<file path="src/rtl/ctrl_pkg.sv">
/* Pad word, analog stick and stick position types shared by the control pipeline.
   Imported by the merge, quantize and mapper stages. */
package ctrl_pkg;

	typedef logic [15:0] pad_t;
	typedef logic signed [7:0] axis_t;
	typedef logic [3:0] stick_pos_t;

	// Pad word bits, bit 15 unused
	localparam int PAD_RIGHT   = 0;
	localparam int PAD_LEFT    = 1;
	localparam int PAD_DOWN    = 2;
	localparam int PAD_UP      = 3;
	localparam int PAD_FIRE_A  = 4;
	localparam int PAD_FIRE_B  = 5;
	localparam int PAD_FIRE_C  = 6;
	localparam int PAD_FIRE_D  = 7;
	localparam int PAD_FIRE_E  = 8;
	localparam int PAD_FIRE_F  = 9;
	localparam int PAD_START1  = 10;
	localparam int PAD_START2  = 11;
	localparam int PAD_COIN    = 12;
	localparam int PAD_ADVANCE = 13;
	localparam int PAD_AUTOUP  = 14;

	// Stick position codes as the game ROMs expect them
	localparam stick_pos_t POS_MIN    = 4'd0;
	localparam stick_pos_t POS_CENTER = 4'd7;
	localparam stick_pos_t POS_MAX    = 4'd8;

	// Analog bands and the in-between codes they produce
	localparam int AXIS_NEAR = 32;
	localparam int AXIS_MID  = 64;
	localparam int AXIS_FAR  = 96;
	localparam stick_pos_t POS_NEG_MID  = 4'd4;
	localparam stick_pos_t POS_NEG_NEAR = 4'd6;
	localparam stick_pos_t POS_POS_MID  = 4'd9;
	localparam stick_pos_t POS_POS_NEAR = 4'd11;

	////////////////////////////////////////////////////////////
	// Pipeline stage payloads

	typedef struct packed {
		pad_t pad1;
		pad_t pad2;
		pad_t any_pad;
		axis_t x;
		axis_t y;
	} merged_s;

	typedef struct packed {
		merged_s merged;
		stick_pos_t stick_x;
		stick_pos_t stick_y;
	} quant_s;

endpackage

</file>
<file path="src/rtl/game_pkg.sv">
/* Game selection, config write indices and the cabinet port layout.
   Used by the config block, the port mapper and the top level. */
package game_pkg;

	// Values match the game number loaded with the ROM set
	typedef enum logic [7:0] {
		ROBOTRON = 8'd0,
		JOUST    = 8'd1,
		BUBBLES  = 8'd3,
		ALIENAR  = 8'd5,
		SINISTAR = 8'd6
	} game_e;

	typedef enum logic [1:0] {
		FIRE_4WAY = 2'd0,
		MOVE_FIRE = 2'd1,
		CABINET   = 2'd2
	} ctrl_mode_e;

	// Config write indices
	localparam logic [7:0] CFG_GAME   = 8'd1;
	localparam logic [7:0] CFG_OPTION = 8'd2;
	localparam logic [7:0] CFG_DIP    = 8'd254;

	typedef logic [7:0] port_t;
	typedef logic [2:0] btn_t;

	// Board input ports, ja/jb/btn are active low
	typedef struct packed {
		port_t ja;
		port_t jb;
		btn_t btn;
		logic [7:0] sw;
	} cabinet_s;

	localparam cabinet_s CAB_IDLE = '{ja: 8'hff, jb: 8'hff, btn: 3'b111, sw: 8'h00};

endpackage

</file>
<file path="src/rtl/game_config.sv">
/* Game select, DIP byte and control-mode option, loaded through indexed config writes.
   Config is only changed while the input pipeline is empty. */
`timescale 1ns/1ns

module game_config
	import game_pkg::*;
(
	input  logic       clk_sys,
	input  logic       reset,
	input  logic       cfg_wr,
	input  logic [7:0] cfg_index,
	input  logic [2:0] cfg_addr,
	input  logic [7:0] cfg_data,
	output game_e      game,
	output ctrl_mode_e mode,
	output logic [7:0] dip
);

	always_ff @(posedge clk_sys)
	begin
		if (reset)
		begin
			game <= ROBOTRON;
			mode <= FIRE_4WAY;
			dip  <= 8'h00;
		end
		else if (cfg_wr)
		begin
			if (cfg_index == CFG_GAME)
				game <= game_e'(cfg_data);
			if (cfg_index == CFG_OPTION)
				mode <= ctrl_mode_e'(cfg_data[1:0]);
			// Only DIP bank 0 drives the switch port
			if (cfg_index == CFG_DIP && cfg_addr == 3'd0)
				dip <= cfg_data;
		end
	end

	a_game_known: assert property (@(posedge clk_sys) disable iff (reset)
		(cfg_wr && cfg_index == CFG_GAME)
		|=> game inside {ROBOTRON, JOUST, BUBBLES, ALIENAR, SINISTAR});

endmodule

</file>
<file path="src/rtl/pad_merge.sv">
/* Stage 1: registers both player pads, forms the merged pad and picks the
   analog stick of the player who last touched a control. */
`timescale 1ns/1ns

module pad_merge
	import ctrl_pkg::*;
(
	input  logic    clk_sys,
	input  logic    reset,
	input  logic    in_valid,
	input  pad_t    pad1,
	input  pad_t    pad2,
	input  axis_t   axis1_x,
	input  axis_t   axis1_y,
	input  axis_t   axis2_x,
	input  axis_t   axis2_y,
	output merged_s out,
	output logic    out_valid
);

	logic last_p2;
	logic sel_p2;

	// Current sample counts already, player 1 wins a tie
	always_comb
	begin
		sel_p2 = last_p2;
		if (in_valid)
		begin
			if (pad1 != '0)
				sel_p2 = 1'b0;
			else if (pad2 != '0)
				sel_p2 = 1'b1;
		end
	end

	always_ff @(posedge clk_sys)
	begin
		if (reset)
		begin
			last_p2   <= 1'b0;
			out_valid <= 1'b0;
		end
		else
		begin
			last_p2   <= sel_p2;
			out_valid <= in_valid;
		end
	end

	always_ff @(posedge clk_sys)
	begin
		if (in_valid)
		begin
			out.pad1    <= pad1;
			out.pad2    <= pad2;
			out.any_pad <= pad1 | pad2;
			out.x       <= sel_p2 ? axis2_x : axis1_x;
			out.y       <= sel_p2 ? axis2_y : axis1_y;
		end
	end

	a_valid_lag: assert property (@(posedge clk_sys) disable iff (reset)
		1'b1 |=> (out_valid == $past(in_valid)));

endmodule

</file>
<file path="src/rtl/stick_quantize.sv">
/* Stage 2: turns the selected analog stick into 4-bit position codes, with the
   merged digital directions standing in while the stick is centered. */
`timescale 1ns/1ns

module stick_quantize
	import ctrl_pkg::*;
(
	input  logic    clk_sys,
	input  logic    reset,
	input  merged_s in,
	input  logic    in_valid,
	output quant_s  out,
	output logic    out_valid
);

	stick_pos_t ana_x, ana_y;
	stick_pos_t dig_x, dig_y;

	// The y axis runs the other way, so its codes are mirrored
	function automatic stick_pos_t quant_axis(input axis_t a, input logic flip);
		stick_pos_t lo_far, lo_mid, lo_near;
		stick_pos_t hi_far, hi_mid, hi_near;
		begin
			lo_far  = flip ? POS_MAX : POS_MIN;
			lo_mid  = flip ? POS_POS_MID : POS_NEG_MID;
			lo_near = flip ? POS_POS_NEAR : POS_NEG_NEAR;
			hi_far  = flip ? POS_MIN : POS_MAX;
			hi_mid  = flip ? POS_NEG_MID : POS_POS_MID;
			hi_near = flip ? POS_NEG_NEAR : POS_POS_NEAR;
			if ($signed(a) < -AXIS_FAR)
				quant_axis = lo_far;
			else if ($signed(a) < -AXIS_MID)
				quant_axis = lo_mid;
			else if ($signed(a) < -AXIS_NEAR)
				quant_axis = lo_near;
			else if ($signed(a) > AXIS_FAR)
				quant_axis = hi_far;
			else if ($signed(a) > AXIS_MID)
				quant_axis = hi_mid;
			else if ($signed(a) > AXIS_NEAR)
				quant_axis = hi_near;
			else
				quant_axis = POS_CENTER;
		end
	endfunction

	assign ana_x = quant_axis(in.x, 1'b0);
	assign ana_y = quant_axis(in.y, 1'b1);

	// Left and down take priority over right and up
	assign dig_x = in.any_pad[PAD_LEFT] ? POS_MIN :
		in.any_pad[PAD_RIGHT] ? POS_MAX : POS_CENTER;
	assign dig_y = in.any_pad[PAD_DOWN] ? POS_MIN :
		in.any_pad[PAD_UP] ? POS_MAX : POS_CENTER;

	always_ff @(posedge clk_sys)
	begin
		if (reset)
			out_valid <= 1'b0;
		else
			out_valid <= in_valid;
	end

	always_ff @(posedge clk_sys)
	begin
		if (in_valid)
		begin
			out.merged  <= in;
			out.stick_x <= (ana_x == POS_CENTER) ? dig_x : ana_x;
			out.stick_y <= (ana_y == POS_CENTER) ? dig_y : ana_y;
		end
	end

endmodule

</file>
<file path="src/rtl/cabinet_mapper.sv">
/* Stage 3: maps pads and stick positions onto the active-low ja, jb and btn
   ports and the sw port, following the selected game and control mode. */
`timescale 1ns/1ns

module cabinet_mapper
	import ctrl_pkg::*;
	import game_pkg::*;
(
	input  logic       clk_sys,
	input  logic       reset,
	input  quant_s     in,
	input  logic       in_valid,
	input  game_e      game,
	input  ctrl_mode_e mode,
	input  logic [7:0] dip,
	output cabinet_s   cab,
	output logic       out_valid
);

	pad_t any_pad, pad1, pad2;
	logic [3:0] robo_hi, robo_lo;
	cabinet_s nxt;

	// Right, left, down, up
	function automatic logic [3:0] dirs(input pad_t p);
		dirs = {p[PAD_RIGHT], p[PAD_LEFT], p[PAD_DOWN], p[PAD_UP]};
	endfunction

	function automatic port_t joust_port(input pad_t p);
		joust_port = ~{5'b00000, p[PAD_FIRE_A], p[PAD_RIGHT], p[PAD_LEFT]};
	endfunction

	function automatic port_t alien_port(input pad_t p);
		alien_port = ~{2'b00, p[PAD_FIRE_B], p[PAD_FIRE_A], dirs(p)};
	endfunction

	assign any_pad = in.merged.any_pad;
	assign pad1    = in.merged.pad1;
	assign pad2    = in.merged.pad2;

	////////////////////////////////////////////////////////////
	// Robotron twin-stick sources

	always_comb
	begin
		case (mode)
			CABINET:
			begin
				robo_hi = dirs(pad2);
				robo_lo = dirs(pad1);
			end
			MOVE_FIRE:
			begin
				robo_hi = dirs(any_pad);
				robo_lo = dirs(any_pad);
			end
			// Four fire buttons act as the fire stick
			default:
			begin
				robo_hi = {any_pad[PAD_FIRE_A], any_pad[PAD_FIRE_D],
					any_pad[PAD_FIRE_B], any_pad[PAD_FIRE_C]};
				robo_lo = dirs(any_pad);
			end
		endcase
	end

	////////////////////////////////////////////////////////////
	// Per-game port map

	always_comb
	begin
		nxt = CAB_IDLE;
		nxt.sw = dip | {6'b000000, any_pad[PAD_ADVANCE], any_pad[PAD_AUTOUP]};
		case (game)
			ROBOTRON:
			begin
				nxt.btn = ~{any_pad[PAD_START1], any_pad[PAD_START2], any_pad[PAD_COIN]};
				nxt.ja  = ~{robo_hi, robo_lo};
				nxt.jb  = nxt.ja;
			end
			JOUST:
			begin
				nxt.btn = ~{any_pad[PAD_START2], any_pad[PAD_START1], any_pad[PAD_COIN]};
				nxt.ja  = joust_port(pad1);
				nxt.jb  = joust_port(pad2);
			end
			BUBBLES:
			begin
				nxt.btn = ~{any_pad[PAD_START2], any_pad[PAD_START1], any_pad[PAD_COIN]};
				nxt.ja  = ~{4'b0000, dirs(any_pad)};
				nxt.jb  = nxt.ja;
			end
			ALIENAR:
			begin
				nxt.btn = ~{any_pad[PAD_START1], any_pad[PAD_START2], any_pad[PAD_COIN]};
				nxt.ja  = alien_port(pad1);
				nxt.jb  = alien_port(pad2);
			end
			SINISTAR:
			begin
				nxt.btn = ~{any_pad[PAD_START1], any_pad[PAD_START2], any_pad[PAD_COIN]};
				nxt.ja  = ~{in.stick_x, in.stick_y};
				nxt.jb  = nxt.ja;
			end
			default: ;
		endcase
	end

	// Ports fall back to idle between samples
	always_ff @(posedge clk_sys)
	begin
		if (reset)
		begin
			cab       <= CAB_IDLE;
			out_valid <= 1'b0;
		end
		else
		begin
			cab       <= in_valid ? nxt : CAB_IDLE;
			out_valid <= in_valid;
		end
	end

	a_btn_idle: assert property (@(posedge clk_sys) disable iff (reset)
		!out_valid |-> (cab.btn == 3'b111));

endmodule

</file>
<file path="src/rtl/control_top.sv">
/* Control-input front end: pad merge, stick quantize and cabinet port mapping in a
   three-stage pipeline, with the game config loaded through indexed writes. */
`timescale 1ns/1ns

module control_top
	import ctrl_pkg::*;
	import game_pkg::*;
(
	input  logic       clk_sys,
	input  logic       reset,
	input  pad_t       pad1,
	input  pad_t       pad2,
	input  axis_t      axis1_x,
	input  axis_t      axis1_y,
	input  axis_t      axis2_x,
	input  axis_t      axis2_y,
	input  logic       in_valid,
	input  logic       cfg_wr,
	input  logic [7:0] cfg_index,
	input  logic [2:0] cfg_addr,
	input  logic [7:0] cfg_data,
	output cabinet_s   cab,
	output logic       out_valid
);

	merged_s    merged;
	logic       merged_valid;
	quant_s     quant;
	logic       quant_valid;
	game_e      game;
	ctrl_mode_e mode;
	logic [7:0] dip;

	game_config u_config (.clk_sys(clk_sys), .reset(reset), .cfg_wr(cfg_wr),
		.cfg_index(cfg_index), .cfg_addr(cfg_addr), .cfg_data(cfg_data),
		.game(game), .mode(mode), .dip(dip));

	pad_merge u_merge (.clk_sys(clk_sys), .reset(reset), .in_valid(in_valid),
		.pad1(pad1), .pad2(pad2), .axis1_x(axis1_x), .axis1_y(axis1_y),
		.axis2_x(axis2_x), .axis2_y(axis2_y), .out(merged), .out_valid(merged_valid));

	stick_quantize u_quant (.clk_sys(clk_sys), .reset(reset), .in(merged),
		.in_valid(merged_valid), .out(quant), .out_valid(quant_valid));

	cabinet_mapper u_mapper (.clk_sys(clk_sys), .reset(reset), .in(quant),
		.in_valid(quant_valid), .game(game), .mode(mode), .dip(dip),
		.cab(cab), .out_valid(out_valid));

endmodule

</file>
<file path="config.mk">
export PLATFORM = sky130hd
export DESIGN_NAME = control_top
export DESIGN_NICKNAME = d
export VERILOG_FILES = /design/src/rtl/ctrl_pkg.sv /design/src/rtl/game_pkg.sv /design/src/rtl/game_config.sv /design/src/rtl/pad_merge.sv /design/src/rtl/stick_quantize.sv /design/src/rtl/cabinet_mapper.sv /design/src/rtl/control_top.sv
export SDC_FILE = /design/constraint.sdc
export NUM_CORES = 1
export LEC_CHECK = 0
export BUFFER_PORTS_ARGS = -buffer_cell sky130_fd_sc_hd__clkbuf_2
export CAP_MARGIN = 20
export CORE_MARGIN = 2
export CORE_UTILIZATION = 48
export CTS_BUF_LIST = sky130_fd_sc_hd__clkbuf_8 sky130_fd_sc_hd__clkbuf_16
export DETAILED_ROUTE_END_ITERATION = 8
export GPL_ROUTABILITY_DRIVEN = 0
export MAX_ROUTING_LAYER = met4
export PLACE_DENSITY = 0.75
export REMOVE_ABC_BUFFERS = 1
export SLEW_MARGIN = 20
export SYNTH_ARGS = -nofsm -noshare
export SYNTH_HDL_FRONTEND = slang
export SYNTH_SLANG_ARGS = --single-unit
</file>
<file path="constraint.sdc">
create_clock -name clk_sys -period 1.48 [get_ports clk_sys]
set_input_delay 0.074 -clock clk_sys [delete_from_list [all_inputs] [get_ports clk_sys]]
set_output_delay 0.074 -clock clk_sys [all_outputs]
set_load 0.05 [all_outputs]
</file>
* After elaboration in Yosys (flattened, before gate mapping)
Index checks and enable logic that the tools add are counted.
** Storage, ports and cells
- Flip-flop bits (word level) :: 127
- Logic and storage cells :: 91
** Cells by class
- Magnitude comparators :: 12
- Equal/unequal tests :: 11
- Mux-type cells :: 26
- Reduce and logical (&&, ||, !) cells :: 9
- Bitwise operators :: 12
** Operators with widths (number)
- $pmux W19 S5 :: 1
- $mux W4 :: 18
- $gt A8 B8 Y1 const B :: 4
- $reduce_bool A16 Y1 :: 2
- $eq A8 B1 Y1 const B :: 2
- $eq A8 B2 Y1 const B :: 2
- $eq A8 B3 Y1 const B :: 2
- $gt A8 B7 Y1 const B :: 2
- $lt A8 B6 Y1 const B :: 2
- $lt A8 B7 Y1 const B :: 2
- $lt A8 B8 Y1 const B :: 2
- $mux W8 :: 2
- $not A3 Y8 :: 2
- $not A6 Y8 :: 2
- $not A8 Y8 :: 2
- $or A15 B15 Y15 :: 1
- $eq A4 B3 Y1 const B :: 2
- $eq A8 B8 Y1 const B :: 1
- $logic_not A8 Y1 :: 1
- $not A4 Y8 :: 1
- $or A8 B2 Y8 :: 1
- $pmux W4 S2 :: 1
- $not A3 Y3 :: 2
- $reduce_and A2 Y1 :: 3
- 7 further kinds :: 10

* Longest topological paths before layout
Gate-level depths: netlist of run 1.
- Depth after elaboration :: 9
- Depth in mapped cells :: 7
- Depth with buffers taken out :: 6

* By module
Synthesis of run 1 repeated with hierarchy kept, for this count alone.
** Unflattened totals
- Cells, all modules :: 449
- Area total of the unflattened synthesis :: 7044.3 um2
** Modules (own cells, without submodules)
- stick_quantize :: cells each 130, seq. area each 2182.1 um2, area each 2528.7 um2, instances 1
- pad_merge :: cells each 113, seq. area each 1961.9 um2, area each 2419.8 um2, instances 1
- cabinet_mapper :: cells each 132, seq. area each 520.5 um2, area each 1276.2 um2, instances 1
- game_config :: cells each 74, seq. area each 360.3 um2, area each 819.5 um2, instances 1

* Worst setup path after synthesis of run 1
Ideal clock, no wire load.
- Path type :: reg-to-reg
- Start point :: register u_merge.out[10] in the netlist's numbering
- End point :: register u_quant.out[7] in the netlist's numbering, data pin
- Stages on the path, launching flop included :: 5
- Setup slack :: -0.142 ns
- Buffers on the path :: 0
- Arrival time :: 1.363 ns
- Period minus slack after synthesis :: 1.622 ns
- Library setup time :: 0.259 ns
- Cells stage by stage :: edfxtp_1 -> or4_1 -> o21ai_1 -> a21oi_1 -> or2_1
** On the way
- Word-level cells in the longest chain between the ends :: 9
- Elaborated cells on any way between the ends :: 14
** Ends and longest elaborated chain
- start: declaration :: RTL line pad_merge.sv:17 : output merged_s out,
- $gt A8 B7 Y1 :: RTL line stick_quantize.sv:40 : else if ($signed(a) > AXIS_NEAR)
- $mux W4 :: RTL line stick_quantize.sv:40
- $mux W4 :: RTL line stick_quantize.sv:38 : else if ($signed(a) > AXIS_MID)
- $mux W4 :: RTL line stick_quantize.sv:36 : else if ($signed(a) > AXIS_FAR)
- $mux W4 :: RTL line stick_quantize.sv:34 : else if ($signed(a) < -AXIS_NEAR)
- $mux W4 :: RTL line stick_quantize.sv:32 : else if ($signed(a) < -AXIS_MID)
- $mux W4 * :: RTL line stick_quantize.sv:30 : if ($signed(a) < -AXIS_FAR)
- $eq A4 B3 Y1 :: RTL line stick_quantize.sv:69 : out.stick_x <= (ana_x == POS_CENTER) ? dig_x : ana_x;
- $mux W4 * :: RTL line stick_quantize.sv:69
- end: declaration :: RTL line stick_quantize.sv:12 : output quant_s out,
Every way passes the cells marked *; elsewhere a longest branch is shown, timed or not.
A chain may end at the register's enable or synchronous reset.

* Final worst setup path of run 1
Same ends and word-level chain as after synthesis.

==> report_table.html, run 1 <==
<table>
<tr><th>Metric</th><th>Value</th></tr>
<tr><th colspan="2">Status</th></tr>
<tr><td>Run status</td><td>finished with violations</td></tr>
<tr><td>Violated checks</td><td>negative setup slack</td></tr>
<tr><th colspan="2">Floorplan</th></tr>
<tr><td>Core Footprint</td><td>9820 um^2</td></tr>
<tr><td>Die Span Y</td><td>105 um</td></tr>
<tr><td>I/O pin cnt</td><td>115</td></tr>
<tr><td>Cell row count</td><td>36</td></tr>
<tr><td>Die Footprint</td><td>11,000 um^2</td></tr>
<tr><td>Effective utilization at floorplan</td><td>0.498</td></tr>
<tr><td>Horiz. Die Dim</td><td>105 um</td></tr>
<tr><th colspan="2">Route</th></tr>
<tr><td>Wire length on met3</td><td>785 um</td></tr>
<tr><td>DRC violation total after the first TritonRoute iteration</td><td>194</td></tr>
<tr><td>Wl on met1</td><td>5400 um</td></tr>
<tr><td>Residual antenna-violating net count after detailed routing</td><td>0</td></tr>
<tr><td>Number of vias after detailed routing</td><td>4,092</td></tr>
<tr><td>Highest metal layer used by the detailed router</td><td>met4</td></tr>
<tr><td>Met2 layer wire length in the routed design</td><td>7960 um</td></tr>
<tr><td>Number of iterations in the first detailed-routing pass</td><td>4</td></tr>
<tr><td>Wire length per cell</td><td>19.4 um</td></tr>
<tr><td>Post-detailed-routing wire length</td><td>14,700 um</td></tr>
<tr><td>Via density per instance</td><td>5.38</td></tr>
<tr><td>DRC violations left</td><td>0</td></tr>
<tr><th colspan="2">Global routing</th></tr>
<tr><td>Wire length of the first global-routing pass</td><td>21,500 um</td></tr>
<tr><td>Total Routing Usage GR</td><td>0.262</td></tr>
<tr><td>Via count of the first global-routing pass</td><td>4,228</td></tr>
<tr><td>GRT Residual Overflow</td><td>0</td></tr>
<tr><td>Number of antenna violations at the first check in global routing</td><td>0</td></tr>
<tr><td>Maximum number of pins on one net before global-route repair</td><td>42</td></tr>
<tr><th colspan="2">Clock network</th></tr>
<tr><td>Clock edge transition at the registers on the reported setup and hold paths</td><td>60 ps</td></tr>
<tr><td>Clk sink count</td><td>121</td></tr>
<tr><td>H-Tree Level Count</td><td>4</td></tr>
<tr><td>Num CTS Buffers</td><td>17</td></tr>
<tr><td>Clock tree from TritonCTS</td><td>yes</td></tr>
<tr><td>Clk_lat worst skew</td><td>520 ps</td></tr>
<tr><td>Number of buffers on the longest clock path</td><td>2</td></tr>
<tr><td>Clock tree root driver cell</td><td>clkbuf_8</td></tr>
<tr><th colspan="2">Setup path</th></tr>
<tr><td>Worst Setup Start Kind</td><td>flop</td></tr>
<tr><td>Crit. End Element</td><td>flop</td></tr>
<tr><td>Worst EP arrival</td><td>1930 ps</td></tr>
<tr><td>Required @ worst endpoint</td><td>1740 ps</td></tr>
<tr><td>Worst-path maximum fanout</td><td>2</td></tr>
<tr><td>Critical path start-end classification</td><td>reg -&gt; reg</td></tr>
<tr><th colspan="2">Flow run</th></tr>
<tr><td>Maxcap violations</td><td>0</td></tr>
<tr><th colspan="2">Logic synthesis</th></tr>
<tr><td>Largest cells by area after synthesis</td><td>edfxtp_1 (45%), dfxtp_1 (19%), mux2_1 (5.3%), mux2i_1 (4.5%), nor2_1 (2.3%)</td></tr>
<tr><td>Area share of the leading cell type in the synthesized netlist</td><td>0.455</td></tr>
<tr><td>Mean area per synthesized cell</td><td>13.1 um^2</td></tr>
<tr><td>Sequential-to-total area share from yosys stat</td><td>0.647</td></tr>
<tr><td>Cell variety after synth</td><td>60</td></tr>
<tr><td>Cell area after synthesis</td><td>4890 um^2</td></tr>
<tr><td>Number of enable-type register cells in the synthesized netlist</td><td>74</td></tr>
<tr><td>Number of instances in the synthesized netlist</td><td>373</td></tr>
<tr><td>Most used flip-flop cell after synthesis</td><td>edfxtp_1</td></tr>
<tr><td>Fraction of registers with async set or reset after synthesis</td><td>0</td></tr>
<tr><td>Yosys top cell by area</td><td>edfxtp_1</td></tr>
<tr><td>Number of synthesized register bits</td><td>121</td></tr>
<tr><td>Yosys warning total</td><td>0</td></tr>
<tr><th colspan="2">Final layout</th></tr>
<tr><td>Final antenna diode count</td><td>0</td></tr>
<tr><td>Number of standard cells in the final layout excluding fillers</td><td>760</td></tr>
<tr><td>Relative area change from synthesis to final layout</td><td>56.5%</td></tr>
<tr><td>Leading cell types in the layout, fill and taps excluded</td><td>clkbuf_2 (112), edfxtp_1 (74), dlygate4sd3_1 (69), buf_4 (42), dfxtp_1 (42)</td></tr>
<tr><td>Most common cell after layout, fill and taps aside</td><td>clkbuf_2</td></tr>
<tr><td>Final layout net count</td><td>703</td></tr>
<tr><td>End-of-flow core utilization</td><td>0.779</td></tr>
<tr><td>Fraction of layout instances using a drive strength above 1</td><td>0.426</td></tr>
<tr><th colspan="2">Place</th></tr>
<tr><td>Count of input and output buffers</td><td>114</td></tr>
<tr><td>Detailed placer's ending HPWL</td><td>7830 um</td></tr>
<tr><td>Cell count after placement</td><td>652</td></tr>
<tr><th colspan="2">STA</th></tr>
<tr><td>Worst-margin pin slew</td><td>545 ps</td></tr>
<tr><td>Pins Over Slew Limit</td><td>0</td></tr>
<tr><td>Sum of negative setup slack</td><td>-1990 ps</td></tr>
<tr><td>Max-slew headroom</td><td>0.637</td></tr>
<tr><td>Unrepaired setup endpoints after global routing</td><td>true</td></tr>
<tr><td>Tmin final</td><td>1670 ps</td></tr>
<tr><td>Final setup fails</td><td>20</td></tr>
<tr><td>Count of endpoints failing hold in the final timing report</td><td>0</td></tr>
<tr><td>Final Worst Setup Slack</td><td>-190 ps</td></tr>
<tr><td>Highest achievable clock rate</td><td>0.599 GHz</td></tr>
<tr><td>Post-route fraction of the period consumed by the critical path</td><td>1.13</td></tr>
<tr><td>Post-Route Skew</td><td>12.8 ps</td></tr>
<tr><th colspan="2">Min path</th></tr>
<tr><td>Worst Hold Class</td><td>in -&gt; reg</td></tr>
<tr><th colspan="2">Pwr</th></tr>
<tr><td>Leak Pwr</td><td>3.11 nW</td></tr>
<tr><td>Power per cell area</td><td>1120 nW/um^2</td></tr>
<tr><td>Total power of the final layout</td><td>8.60 mW</td></tr>
<tr><td>Max rail drop VDD</td><td>0.00104 V</td></tr>
</table>
-- final cells by class --
type                    count  area [um^2]
flip-flops and latches    121         3170
fillers                   566         2170
multi-input cells         227         1910
repair buffers            238         1790
clock buffers              17          414
well taps                 133          166
clock inverters            15          153
inverters                   9         37.5
-- synth_stat cells (3+ instances only) --
cell type / n
a211oi_1: 4
a21oi_1: 8
a22o_1: 4
a22oi_1: 4
and2_1: 7
buf_4: 3
clkbuf_1: 10
dfxtp_1: 47
edfxtp_1: 74
inv_1: 7
mux2_1: 23
mux2i_1: 22
nand2_1: 16
nand2b_1: 4
nand3_1: 5
nand4b_1: 3
nor2_1: 30
nor2b_1: 7
nor3_1: 4
nor4_1: 9
o21ai_0: 5
o21ai_1: 11
or2_2: 13
or4_1: 3
xnor2_1: 4
-- where the power goes --
group	switching (mW)	internal, mW	total [mW]
Clock	1.56	2.39	3.95
Sequential	0.112	3.78	3.89
Combinational	0.349	0.409	0.758
Total	2.02	6.58	8.60
-- cells by family (layout without fill, tap and decap cells) --
kind of cell               Yosys count  count (layout)  synth area share
and+or+nand+nor                    116             116             0.132
xor gates and xnor gates             4               4           0.00717
AOI/OAI and AO/OA                   60              60            0.0848
DFF                                121             121             0.647
adders and majority gates            2               2           0.00512
muxes                               45              45            0.0981
buffers and inverters               25             279            0.0251
-- state kept, by name (all words and copies together) (netlist names) --
register,flops
u_merge.out,41
u_quant.out,33
u_mapper.cab,25
u_config.dip,8
u_config.game,8
u_config.mode,2
u_mapper.out_valid,1
u_merge.last_p2,1
u_merge.out_valid,1
u_quant.out_valid,1
-- critical path: stages (launching register included) --
cell and delay [ps]:
edfxtp_1 360, or4_4 580, o21ai_4 170, a21oi_2 90
or2_1 220
-- metal layers --
metal,track usage,vias to the layer above
li1,-,1888
met4,0.132,0
met5,-,-
met1,0.279,1961
met3,0.0580,44
met2,0.459,199
-- timing repair --
action                     in CTS  in global routing
hold endpoints to repair       63                  1
resized for setup              41                 38
pin swaps                      19                 20
setup endpoints to repair      22                 39
hold buffers                   69                  1
gates cloned                    0                  2
setup buffers                   2                  4
-- worst paths after layout --
| kind | start | to | slack (ps) | cells after the start |
|---|---|---|---|---|
| min reg2reg | u_merge.out[34] | u_quant.out[42] | 420 | 0 |
| max | u_merge.out[10] | u_quant.out[7] | -190 | 4 |
| max reg2reg | u_merge.out[10] | u_quant.out[7] | -190 | 4 |
| min | pad1[5] | u_merge.out[21] | 50 | 3 |
-- stage by stage --
| stage | hold WS, ps | setup slack (ps) | cell area [um^2] |
|---|---|---|---|
| final | 51.3 | -190 | 7640 |
| after global routing | 53.6 | -231 | 7640 |
| after CTS | 37.0 | -167 | 7400 |
| after detailed placement | 288 | -289 | 5930 |
| after global placement | 291 | -212 | 5930 |
| after floorplan | 141 | -166 | 4800 |
Note: power is estimated with default switching activity, not from simulation.
==> inputs of run 2 (changes only) <==
PLACE_DENSITY = not set   (was 0.75)
PLACE_DENSITY_LB_ADDON = 0.25   (was not set)
==> run 2 against run 1 <==
Net effect:
- the run still ends with negative setup slack left
- global-route usage is 1.4 points lower
- critical path depth rose by 1
- die area unchanged
- cell area is 0.28% lower
- utilization decreased by 0.22 points
==> report_table.html, run 2 (same netlist as run 1, synthesis figures left out) <==
<table>
<tr><th>Metric</th><th>Value</th></tr>
<tr><th colspan="2">Route</th></tr>
<tr><td>Number of vias after detailed routing</td><td>4,003</td></tr>
<tr><td>Via density per instance</td><td>5.29</td></tr>
<tr><td>DRC violations left</td><td>0</td></tr>
<tr><td>DRC violation total after the first TritonRoute iteration</td><td>219</td></tr>
<tr><td>Residual antenna-violating net count after detailed routing</td><td>0</td></tr>
<tr><td>Number of iterations in the first detailed-routing pass</td><td>4</td></tr>
<tr><td>Wire length per cell</td><td>18.2 um</td></tr>
<tr><td>Post-detailed-routing wire length</td><td>13,800 um</td></tr>
<tr><th colspan="2">Clock network</th></tr>
<tr><td>Clock tree from TritonCTS</td><td>yes</td></tr>
<tr><td>Clock edge transition at the registers on the reported setup and hold paths</td><td>60 ps</td></tr>
<tr><td>H-Tree Level Count</td><td>4</td></tr>
<tr><td>Number of buffers on the longest clock path</td><td>2</td></tr>
<tr><td>Clock tree root driver cell</td><td>clkbuf_8</td></tr>
<tr><td>Clk sink count</td><td>121</td></tr>
<tr><td>Num CTS Buffers</td><td>17</td></tr>
<tr><td>Clk_lat worst skew</td><td>520 ps</td></tr>
<tr><th colspan="2">Place</th></tr>
<tr><td>Cell count after placement</td><td>652</td></tr>
<tr><td>Placement Setup Slack</td><td>-349 ps</td></tr>
<tr><td>Detailed placer's ending HPWL</td><td>7850 um</td></tr>
<tr><td>Count of input and output buffers</td><td>114</td></tr>
<tr><td>Total cell area at the placement stage</td><td>5930 um^2</td></tr>
<tr><th colspan="2">STA</th></tr>
<tr><td>Max-slew headroom</td><td>0.644</td></tr>
<tr><td>Worst-margin pin slew</td><td>534 ps</td></tr>
<tr><td>Post-route fraction of the period consumed by the critical path</td><td>1.16</td></tr>
<tr><td>Pins Over Slew Limit</td><td>0</td></tr>
<tr><td>Post-Route Skew</td><td>11.6 ps</td></tr>
<tr><td>Count of endpoints failing hold in the final timing report</td><td>0</td></tr>
<tr><td>Highest achievable clock rate</td><td>0.583 GHz</td></tr>
<tr><td>Tmin final</td><td>1710 ps</td></tr>
<tr><td>Final setup fails</td><td>21</td></tr>
<tr><td>Final Worst Setup Slack</td><td>-235 ps</td></tr>
<tr><td>Unrepaired setup endpoints after global routing</td><td>true</td></tr>
<tr><th colspan="2">Setup path</th></tr>
<tr><td>Ordered list of cells on the worst path</td><td>or4_4 &gt; o21ai_4 &gt; buf_4 &gt; a21oi_1 &gt; o22ai_1</td></tr>
<tr><td>Critical path start-end classification</td><td>reg -&gt; reg</td></tr>
<tr><td>Worst Setup Start Kind</td><td>flop</td></tr>
<tr><td>Startpoint of the worst-slack reg-to-reg timing path</td><td>u_merge.out[10]</td></tr>
<tr><td>Worst EP arrival</td><td>2060 ps</td></tr>
<tr><td>Crit. End Element</td><td>flop</td></tr>
<tr><td>Critical path's largest stage delay</td><td>580 ps</td></tr>
<tr><td>CP max-delay cell</td><td>or4_4</td></tr>
<tr><td>Kind of cell adding the most delay to the critical path</td><td>simple AND/OR/NAND/NOR gates</td></tr>
<tr><td>Worst-path maximum fanout</td><td>2</td></tr>
<tr><td>Depth of the worst register-to-register path</td><td>5</td></tr>
<tr><td>Number of buffer and inverter stages on the critical path</td><td>1</td></tr>
<tr><td>Worst reg-to-reg setup slack</td><td>-230 ps</td></tr>
<tr><td>Required @ worst endpoint</td><td>1820 ps</td></tr>
<tr><td>Setup crit start</td><td>u_merge.out[10]</td></tr>
<tr><td>End of the worst register-to-register path</td><td>u_quant.out[4]</td></tr>
<tr><th colspan="2">Final layout</th></tr>
<tr><td>Final antenna diode count</td><td>0</td></tr>
<tr><td>Leading cell types in the layout, fill and taps excluded</td><td>clkbuf_2 (111), edfxtp_1 (74), dlygate4sd3_1 (67), buf_4 (42), dfxtp_1 (40)</td></tr>
<tr><td>Fill cell instance count of the final layout</td><td>566</td></tr>
<tr><td>Most common cell after layout, fill and taps aside</td><td>clkbuf_2</td></tr>
<tr><td>Number of standard cells in the final layout excluding fillers</td><td>757</td></tr>
<tr><td>Leading registers by flop count</td><td>u_merge.out x41, u_quant.out x33, u_mapper.cab x25</td></tr>
<tr><td>Largest Register</td><td>u_merge.out</td></tr>
<tr><td>End-of-flow core utilization</td><td>0.776</td></tr>
<tr><td>Relative area change from synthesis to final layout</td><td>56.0%</td></tr>
<tr><td>Final layout net count</td><td>700</td></tr>
<tr><td>Largest register FFs</td><td>41</td></tr>
<tr><td>Fraction of layout instances using a drive strength above 1</td><td>0.420</td></tr>
<tr><td>Final standard cell area without fillers</td><td>7620 um^2</td></tr>
<tr><th colspan="2">Floorplan</th></tr>
<tr><td>Die Span Y</td><td>105 um</td></tr>
<tr><td>Cell row count</td><td>36</td></tr>
<tr><td>Horiz. Die Dim</td><td>105 um</td></tr>
<tr><td>Core Footprint</td><td>9820 um^2</td></tr>
<tr><td>I/O pin cnt</td><td>115</td></tr>
<tr><td>Die Footprint</td><td>11,000 um^2</td></tr>
<tr><td>Effective utilization at floorplan</td><td>0.498</td></tr>
<tr><th colspan="2">Min path</th></tr>
<tr><td>Worst Hold Class</td><td>in -&gt; reg</td></tr>
<tr><td>Endpoint of the worst hold-timing path</td><td>u_merge.out[21]</td></tr>
<tr><td>Cells on Worst Hold Path</td><td>2</td></tr>
<tr><td>Critical hold path startpoint</td><td>pad1[5]</td></tr>
<tr><th colspan="2">Global routing</th></tr>
<tr><td>Total Routing Usage GR</td><td>0.248</td></tr>
<tr><td>Via count of the first global-routing pass</td><td>4,212</td></tr>
<tr><td>Wire length of the first global-routing pass</td><td>20,400 um</td></tr>
<tr><td>Number of antenna violations at the first check in global routing</td><td>0</td></tr>
<tr><td>Maximum number of pins on one net before global-route repair</td><td>42</td></tr>
<tr><td>GRT Residual Overflow</td><td>0</td></tr>
<tr><th colspan="2">Pwr</th></tr>
<tr><td>Leak Pwr</td><td>3.12 nW</td></tr>
<tr><td>Switching share of total power</td><td>0.232</td></tr>
<tr><td>Internal power summed over all cells</td><td>6.59 mW</td></tr>
<tr><td>Total power of the final layout</td><td>8.58 mW</td></tr>
<tr><td>Power per cell area</td><td>1130 nW/um^2</td></tr>
<tr><td>Switching power</td><td>1.99 mW</td></tr>
<tr><td>Sequential power share</td><td>0.453</td></tr>
<tr><td>Max rail drop VDD</td><td>0.000747 V</td></tr>
<tr><td>Power share of the clock group</td><td>0.458</td></tr>
<tr><td>Fraction of power consumed by combinational cells</td><td>0.089</td></tr>
<tr><th colspan="2">Status</th></tr>
<tr><td>Violated checks</td><td>negative setup slack</td></tr>
<tr><td>Run status</td><td>finished with violations</td></tr>
<tr><th colspan="2">Flow run</th></tr>
<tr><td>Maxcap violations</td><td>0</td></tr>
</table>
[run 2: worst max-delay path by stage]
| stage | depth (start not counted) | to |
|---|---|---|
| 2_1_floorplan | 4 | u_merge.out[0] |
| 3_3_place_gp | 7 | u_merge.out[14] |
| 3_5_place_dp | 7 | u_merge.out[15] |
| 4_1_cts | 5 | u_quant.out[2] |
| 5_1_grt | 5 | u_quant.out[4] |
| 6_report | 5 | u_quant.out[4] |
[run 2: worst reg2reg max path, delay by kind of cell (launching register included)]
family	cells	cell delay, ps
simple gates	1	580
flops	1	420
compound gates	3	410
buf+inv	1	140
[run 2: through the flow]
step	hold slack, ps	setup TNS (ps)
detailed placement	291	-8240
CTS	52.9	-1060
floorplan	141	-3500
finish	50.8	-2200
global route	45.8	-3330
global placement	281	-7130
[run 2: repair_timing]
| item | 4_1_cts | 5_1_grt |
|---|---|---|
| setup buffers | 2 | 3 |
| cloned | 0 | 2 |
| endpoints found under the setup margin | 23 | 39 |
| gates resized for setup | 33 | 41 |
| pin swaps | 19 | 15 |
| hold endpoints to repair | 62 | 1 |
| hold buffers | 69 | 1 |
[run 2: area by class of cell]
type | count | area [um^2] | share of cell area
tap | 133 | 166 | 0.0218
multi-input combinational | 227 | 1910 | 0.250
sequential | 121 | 3180 | 0.417
clock inverter | 15 | 153 | 0.0200
clock buffer | 17 | 414 | 0.0543
inverter | 9 | 37.5 | 0.00492
timing repair buffer | 235 | 1770 | 0.232
[run 2: layer usage]
layer | part of all wire | GRT usage | wire length [um] | up-vias
met5 | 0 | - | 0 | -
met4 | 0.026 | 0.119 | 363 | 0
met3 | 0.053 | 0.0586 | 727 | 33
met2 | 0.53 | 0.429 | 7370 | 181
met1 | 0.39 | 0.268 | 5330 | 1915
li1 | - | - | - | 1874
[run 2: power by group through the flow]
stage / combinational, mW / clock [mW] / sequential, mW
2_1_floorplan: 0.183 / 0 / 3.95
3_3_place_gp: 0.490 / 0 / 3.93
3_5_place_dp: 0.512 / 0 / 3.94
4_1_cts: 0.675 / 3.97 / 3.87
5_1_grt: 0.813 / 4.12 / 3.90
6_report: 0.761 / 3.93 / 3.89
==> inputs of run 3 (changes only) <==
==> constraint.sdc (replaced) <==
create_clock -name clk_sys -period 1.48 [get_ports clk_sys]
set_input_delay 0.222 -clock clk_sys [delete_from_list [all_inputs] [get_ports clk_sys]]
set_output_delay 0.222 -clock clk_sys [all_outputs]
set_load 0.1 [all_outputs]
==> run 3 against run 2 <==
Net effect:
- clock power fell by 5.9%
- routed wire length fell by 8.6%
- the run still ends with negative setup slack left
- critical endpoint is now u_quant.out[7]
- critical path type unchanged
- first-iteration DRC count rose by 11%
- global-route usage fell by 0.68 points
- sequential share of layout area rose by 0.65 points
- setup slack improved by 42 ps
- combinational power rose by 1%
- worst hold slack got worse by 20 ps
==> report_table.html, run 3 (same netlist as run 1, synthesis figures left out) <==
<table>
<tr><th>Metric</th><th>Value</th></tr>
<tr><th colspan="2">Setup path</th></tr>
<tr><td>Setup crit start</td><td>u_merge.out[11]</td></tr>
<tr><td>Worst EP arrival</td><td>1920 ps</td></tr>
<tr><td>Required @ worst endpoint</td><td>1730 ps</td></tr>
<tr><td>Worst Setup Start Kind</td><td>flop</td></tr>
<tr><td>Startpoint of the worst-slack reg-to-reg timing path</td><td>u_merge.out[11]</td></tr>
<tr><td>Depth of the worst register-to-register path</td><td>4</td></tr>
<tr><td>Crit. End Element</td><td>flop</td></tr>
<tr><td>Critical path start-end classification</td><td>reg -&gt; reg</td></tr>
<tr><td>Worst-path maximum fanout</td><td>2</td></tr>
<tr><th colspan="2">Route</th></tr>
<tr><td>Via density per instance</td><td>5.18</td></tr>
<tr><td>Residual antenna-violating net count after detailed routing</td><td>0</td></tr>
<tr><td>DRC violation total after the first TritonRoute iteration</td><td>243</td></tr>
<tr><td>Number of vias after detailed routing</td><td>3,878</td></tr>
<tr><td>DRC violations left</td><td>0</td></tr>
<tr><td>Wire length per cell</td><td>16.8 um</td></tr>
<tr><td>Post-detailed-routing wire length</td><td>12,600 um</td></tr>
<tr><td>Number of iterations in the first detailed-routing pass</td><td>4</td></tr>
<tr><th colspan="2">Clock network</th></tr>
<tr><td>Clk_lat worst skew</td><td>510 ps</td></tr>
<tr><td>Clock edge transition at the registers on the reported setup and hold paths</td><td>60 ps</td></tr>
<tr><td>Clock tree from TritonCTS</td><td>yes</td></tr>
<tr><td>Clock tree root driver cell</td><td>clkbuf_8</td></tr>
<tr><td>H-Tree Level Count</td><td>4</td></tr>
<tr><td>Num CTS Buffers</td><td>17</td></tr>
<tr><td>Number of buffers on the longest clock path</td><td>2</td></tr>
<tr><td>Clk sink count</td><td>121</td></tr>
<tr><th colspan="2">Min path</th></tr>
<tr><td>Critical hold path startpoint</td><td>pad1[2]</td></tr>
<tr><td>Worst Hold Class</td><td>in -&gt; reg</td></tr>
<tr><td>Cells on Worst Hold Path</td><td>2</td></tr>
<tr><th colspan="2">Final layout</th></tr>
<tr><td>Number of standard cells in the final layout excluding fillers</td><td>749</td></tr>
<tr><td>Largest register FFs</td><td>41</td></tr>
<tr><td>Final layout net count</td><td>692</td></tr>
<tr><td>End-of-flow core utilization</td><td>0.763</td></tr>
<tr><td>Most common cell after layout, fill and taps aside</td><td>clkbuf_2</td></tr>
<tr><td>Final antenna diode count</td><td>0</td></tr>
<tr><td>Fraction of layout instances using a drive strength above 1</td><td>0.419</td></tr>
<tr><td>Fill cell instance count of the final layout</td><td>615</td></tr>
<tr><td>Leading cell types in the layout, fill and taps excluded</td><td>clkbuf_2 (86), edfxtp_1 (74), dlygate4sd3_1 (63), buf_4 (43), dfxtp_1 (41)</td></tr>
<tr><td>Relative area change from synthesis to final layout</td><td>53.3%</td></tr>
<tr><td>Largest Register</td><td>u_merge.out</td></tr>
<tr><td>FF+latch area</td><td>3170 um^2</td></tr>
<tr><td>Combined area of the multi-input logic cells</td><td>1880 um^2</td></tr>
<tr><td>Leading registers by flop count</td><td>u_merge.out x41, u_quant.out x33, u_mapper.cab x25</td></tr>
<tr><td>Final standard cell area without fillers</td><td>7490 um^2</td></tr>
<tr><th colspan="2">STA</th></tr>
<tr><td>Highest achievable clock rate</td><td>0.598 GHz</td></tr>
<tr><td>Sum of negative setup slack</td><td>-1600 ps</td></tr>
<tr><td>Tmin final</td><td>1670 ps</td></tr>
<tr><td>Final Worst Setup Slack</td><td>-193 ps</td></tr>
<tr><td>Worst-margin pin slew</td><td>521 ps</td></tr>
<tr><td>Pins Over Slew Limit</td><td>0</td></tr>
<tr><td>Post-route fraction of the period consumed by the critical path</td><td>1.13</td></tr>
<tr><td>Max-slew headroom</td><td>0.652</td></tr>
<tr><td>Final setup fails</td><td>20</td></tr>
<tr><td>Count of endpoints failing hold in the final timing report</td><td>0</td></tr>
<tr><td>Post-route worst hold slack</td><td>31.3 ps</td></tr>
<tr><td>Unrepaired setup endpoints after global routing</td><td>true</td></tr>
<tr><td>Post-Route Skew</td><td>8.53 ps</td></tr>
<tr><th colspan="2">Floorplan</th></tr>
<tr><td>I/O pin cnt</td><td>115</td></tr>
<tr><td>Effective utilization at floorplan</td><td>0.498</td></tr>
<tr><td>Cell row count</td><td>36</td></tr>
<tr><td>Die Span Y</td><td>105 um</td></tr>
<tr><td>Horiz. Die Dim</td><td>105 um</td></tr>
<tr><td>Core Footprint</td><td>9820 um^2</td></tr>
<tr><td>Die Footprint</td><td>11,000 um^2</td></tr>
<tr><th colspan="2">Global routing</th></tr>
<tr><td>Number of antenna violations at the first check in global routing</td><td>0</td></tr>
<tr><td>Maximum number of pins on one net before global-route repair</td><td>42</td></tr>
<tr><td>GRT Residual Overflow</td><td>0</td></tr>
<tr><td>Total Routing Usage GR</td><td>0.241</td></tr>
<tr><td>Via count of the first global-routing pass</td><td>4,096</td></tr>
<tr><td>Wire length of the first global-routing pass</td><td>19,800 um</td></tr>
<tr><th colspan="2">Place</th></tr>
<tr><td>Total cell area at the placement stage</td><td>5920 um^2</td></tr>
<tr><td>Count of input and output buffers</td><td>114</td></tr>
<tr><td>Placement Setup Slack</td><td>-432 ps</td></tr>
<tr><td>Cell count after placement</td><td>650</td></tr>
<tr><td>Detailed placer's ending HPWL</td><td>7520 um</td></tr>
<tr><th colspan="2">Status</th></tr>
<tr><td>Violated checks</td><td>negative setup slack</td></tr>
<tr><td>Run status</td><td>finished with violations</td></tr>
<tr><th colspan="2">Flow run</th></tr>
<tr><td>Maxcap violations</td><td>0</td></tr>
<tr><th colspan="2">Pwr</th></tr>
<tr><td>Total power of the final layout</td><td>8.35 mW</td></tr>
<tr><td>Max rail drop VDD</td><td>0.000951 V</td></tr>
<tr><td>Power per cell area</td><td>1110 nW/um^2</td></tr>
<tr><td>Leak Pwr</td><td>3.02 nW</td></tr>
</table>
## run 3: changes by cell type in the layout (fill, tap and decap cells not counted), sizes merged, moves of 2 or more
cell | before | now
clkinv | 5 | 7
inv | 12 | 10
buf | 52 | 50
dlygate4sd3 | 67 | 63
dlymetal6s4s | 3 | 0
## run 3: worst max-delay path, stage by stage, from the launching register on
cell and delay (ps):
edfxtp_1 360, or4_4 570, o21ai_4 170, a21oi_2 90
or2_1 220
## run 3: metal layers
layer / part of all wire / vias to the layer above / track usage
li1: - / 1856 / -
met1: 0.41 / 1852 / 0.266
met2: 0.53 / 152 / 0.417
met3: 0.045 / 18 / 0.0555
met4: 0.022 / 0 / 0.108
met5: 0 / - / -
## run 3: area by class of cell
class | count | share of cell area
Multi-Input combinational cell | 227 | 0.251
Sequential cell | 121 | 0.423
Clock buffer | 17 | 0.0553
Clock inverter | 15 | 0.0172
Inverter | 9 | 0.00451
Tap cell | 133 | 0.0222
Timing Repair Buffer | 227 | 0.227
## run 3: report_power, final
group | internal, mW | switching [mW] | leakage, nW
Combinational | 0.395 | 0.374 | 1.67
Sequential | 3.78 | 0.105 | 1.10
Clock | 2.22 | 1.48 | 0.250
## run 3: final timing paths
check	to	slack [ps]
max	u_quant.out[7]	-190
min	u_merge.out[50]	30
max reg2reg	u_quant.out[7]	-190
min reg2reg	u_mapper.cab[8]	410
## run 3: timing repair
item / CTS / global route
hold buffers: 61 / 2
setup endpoints to repair: 50 / 37
cloned: 0 / 0
resized for setup: 69 / 21
pin swaps: 19 / 16
hold endpoints to repair: 46 / 1
buffers inserted: 2 / 2
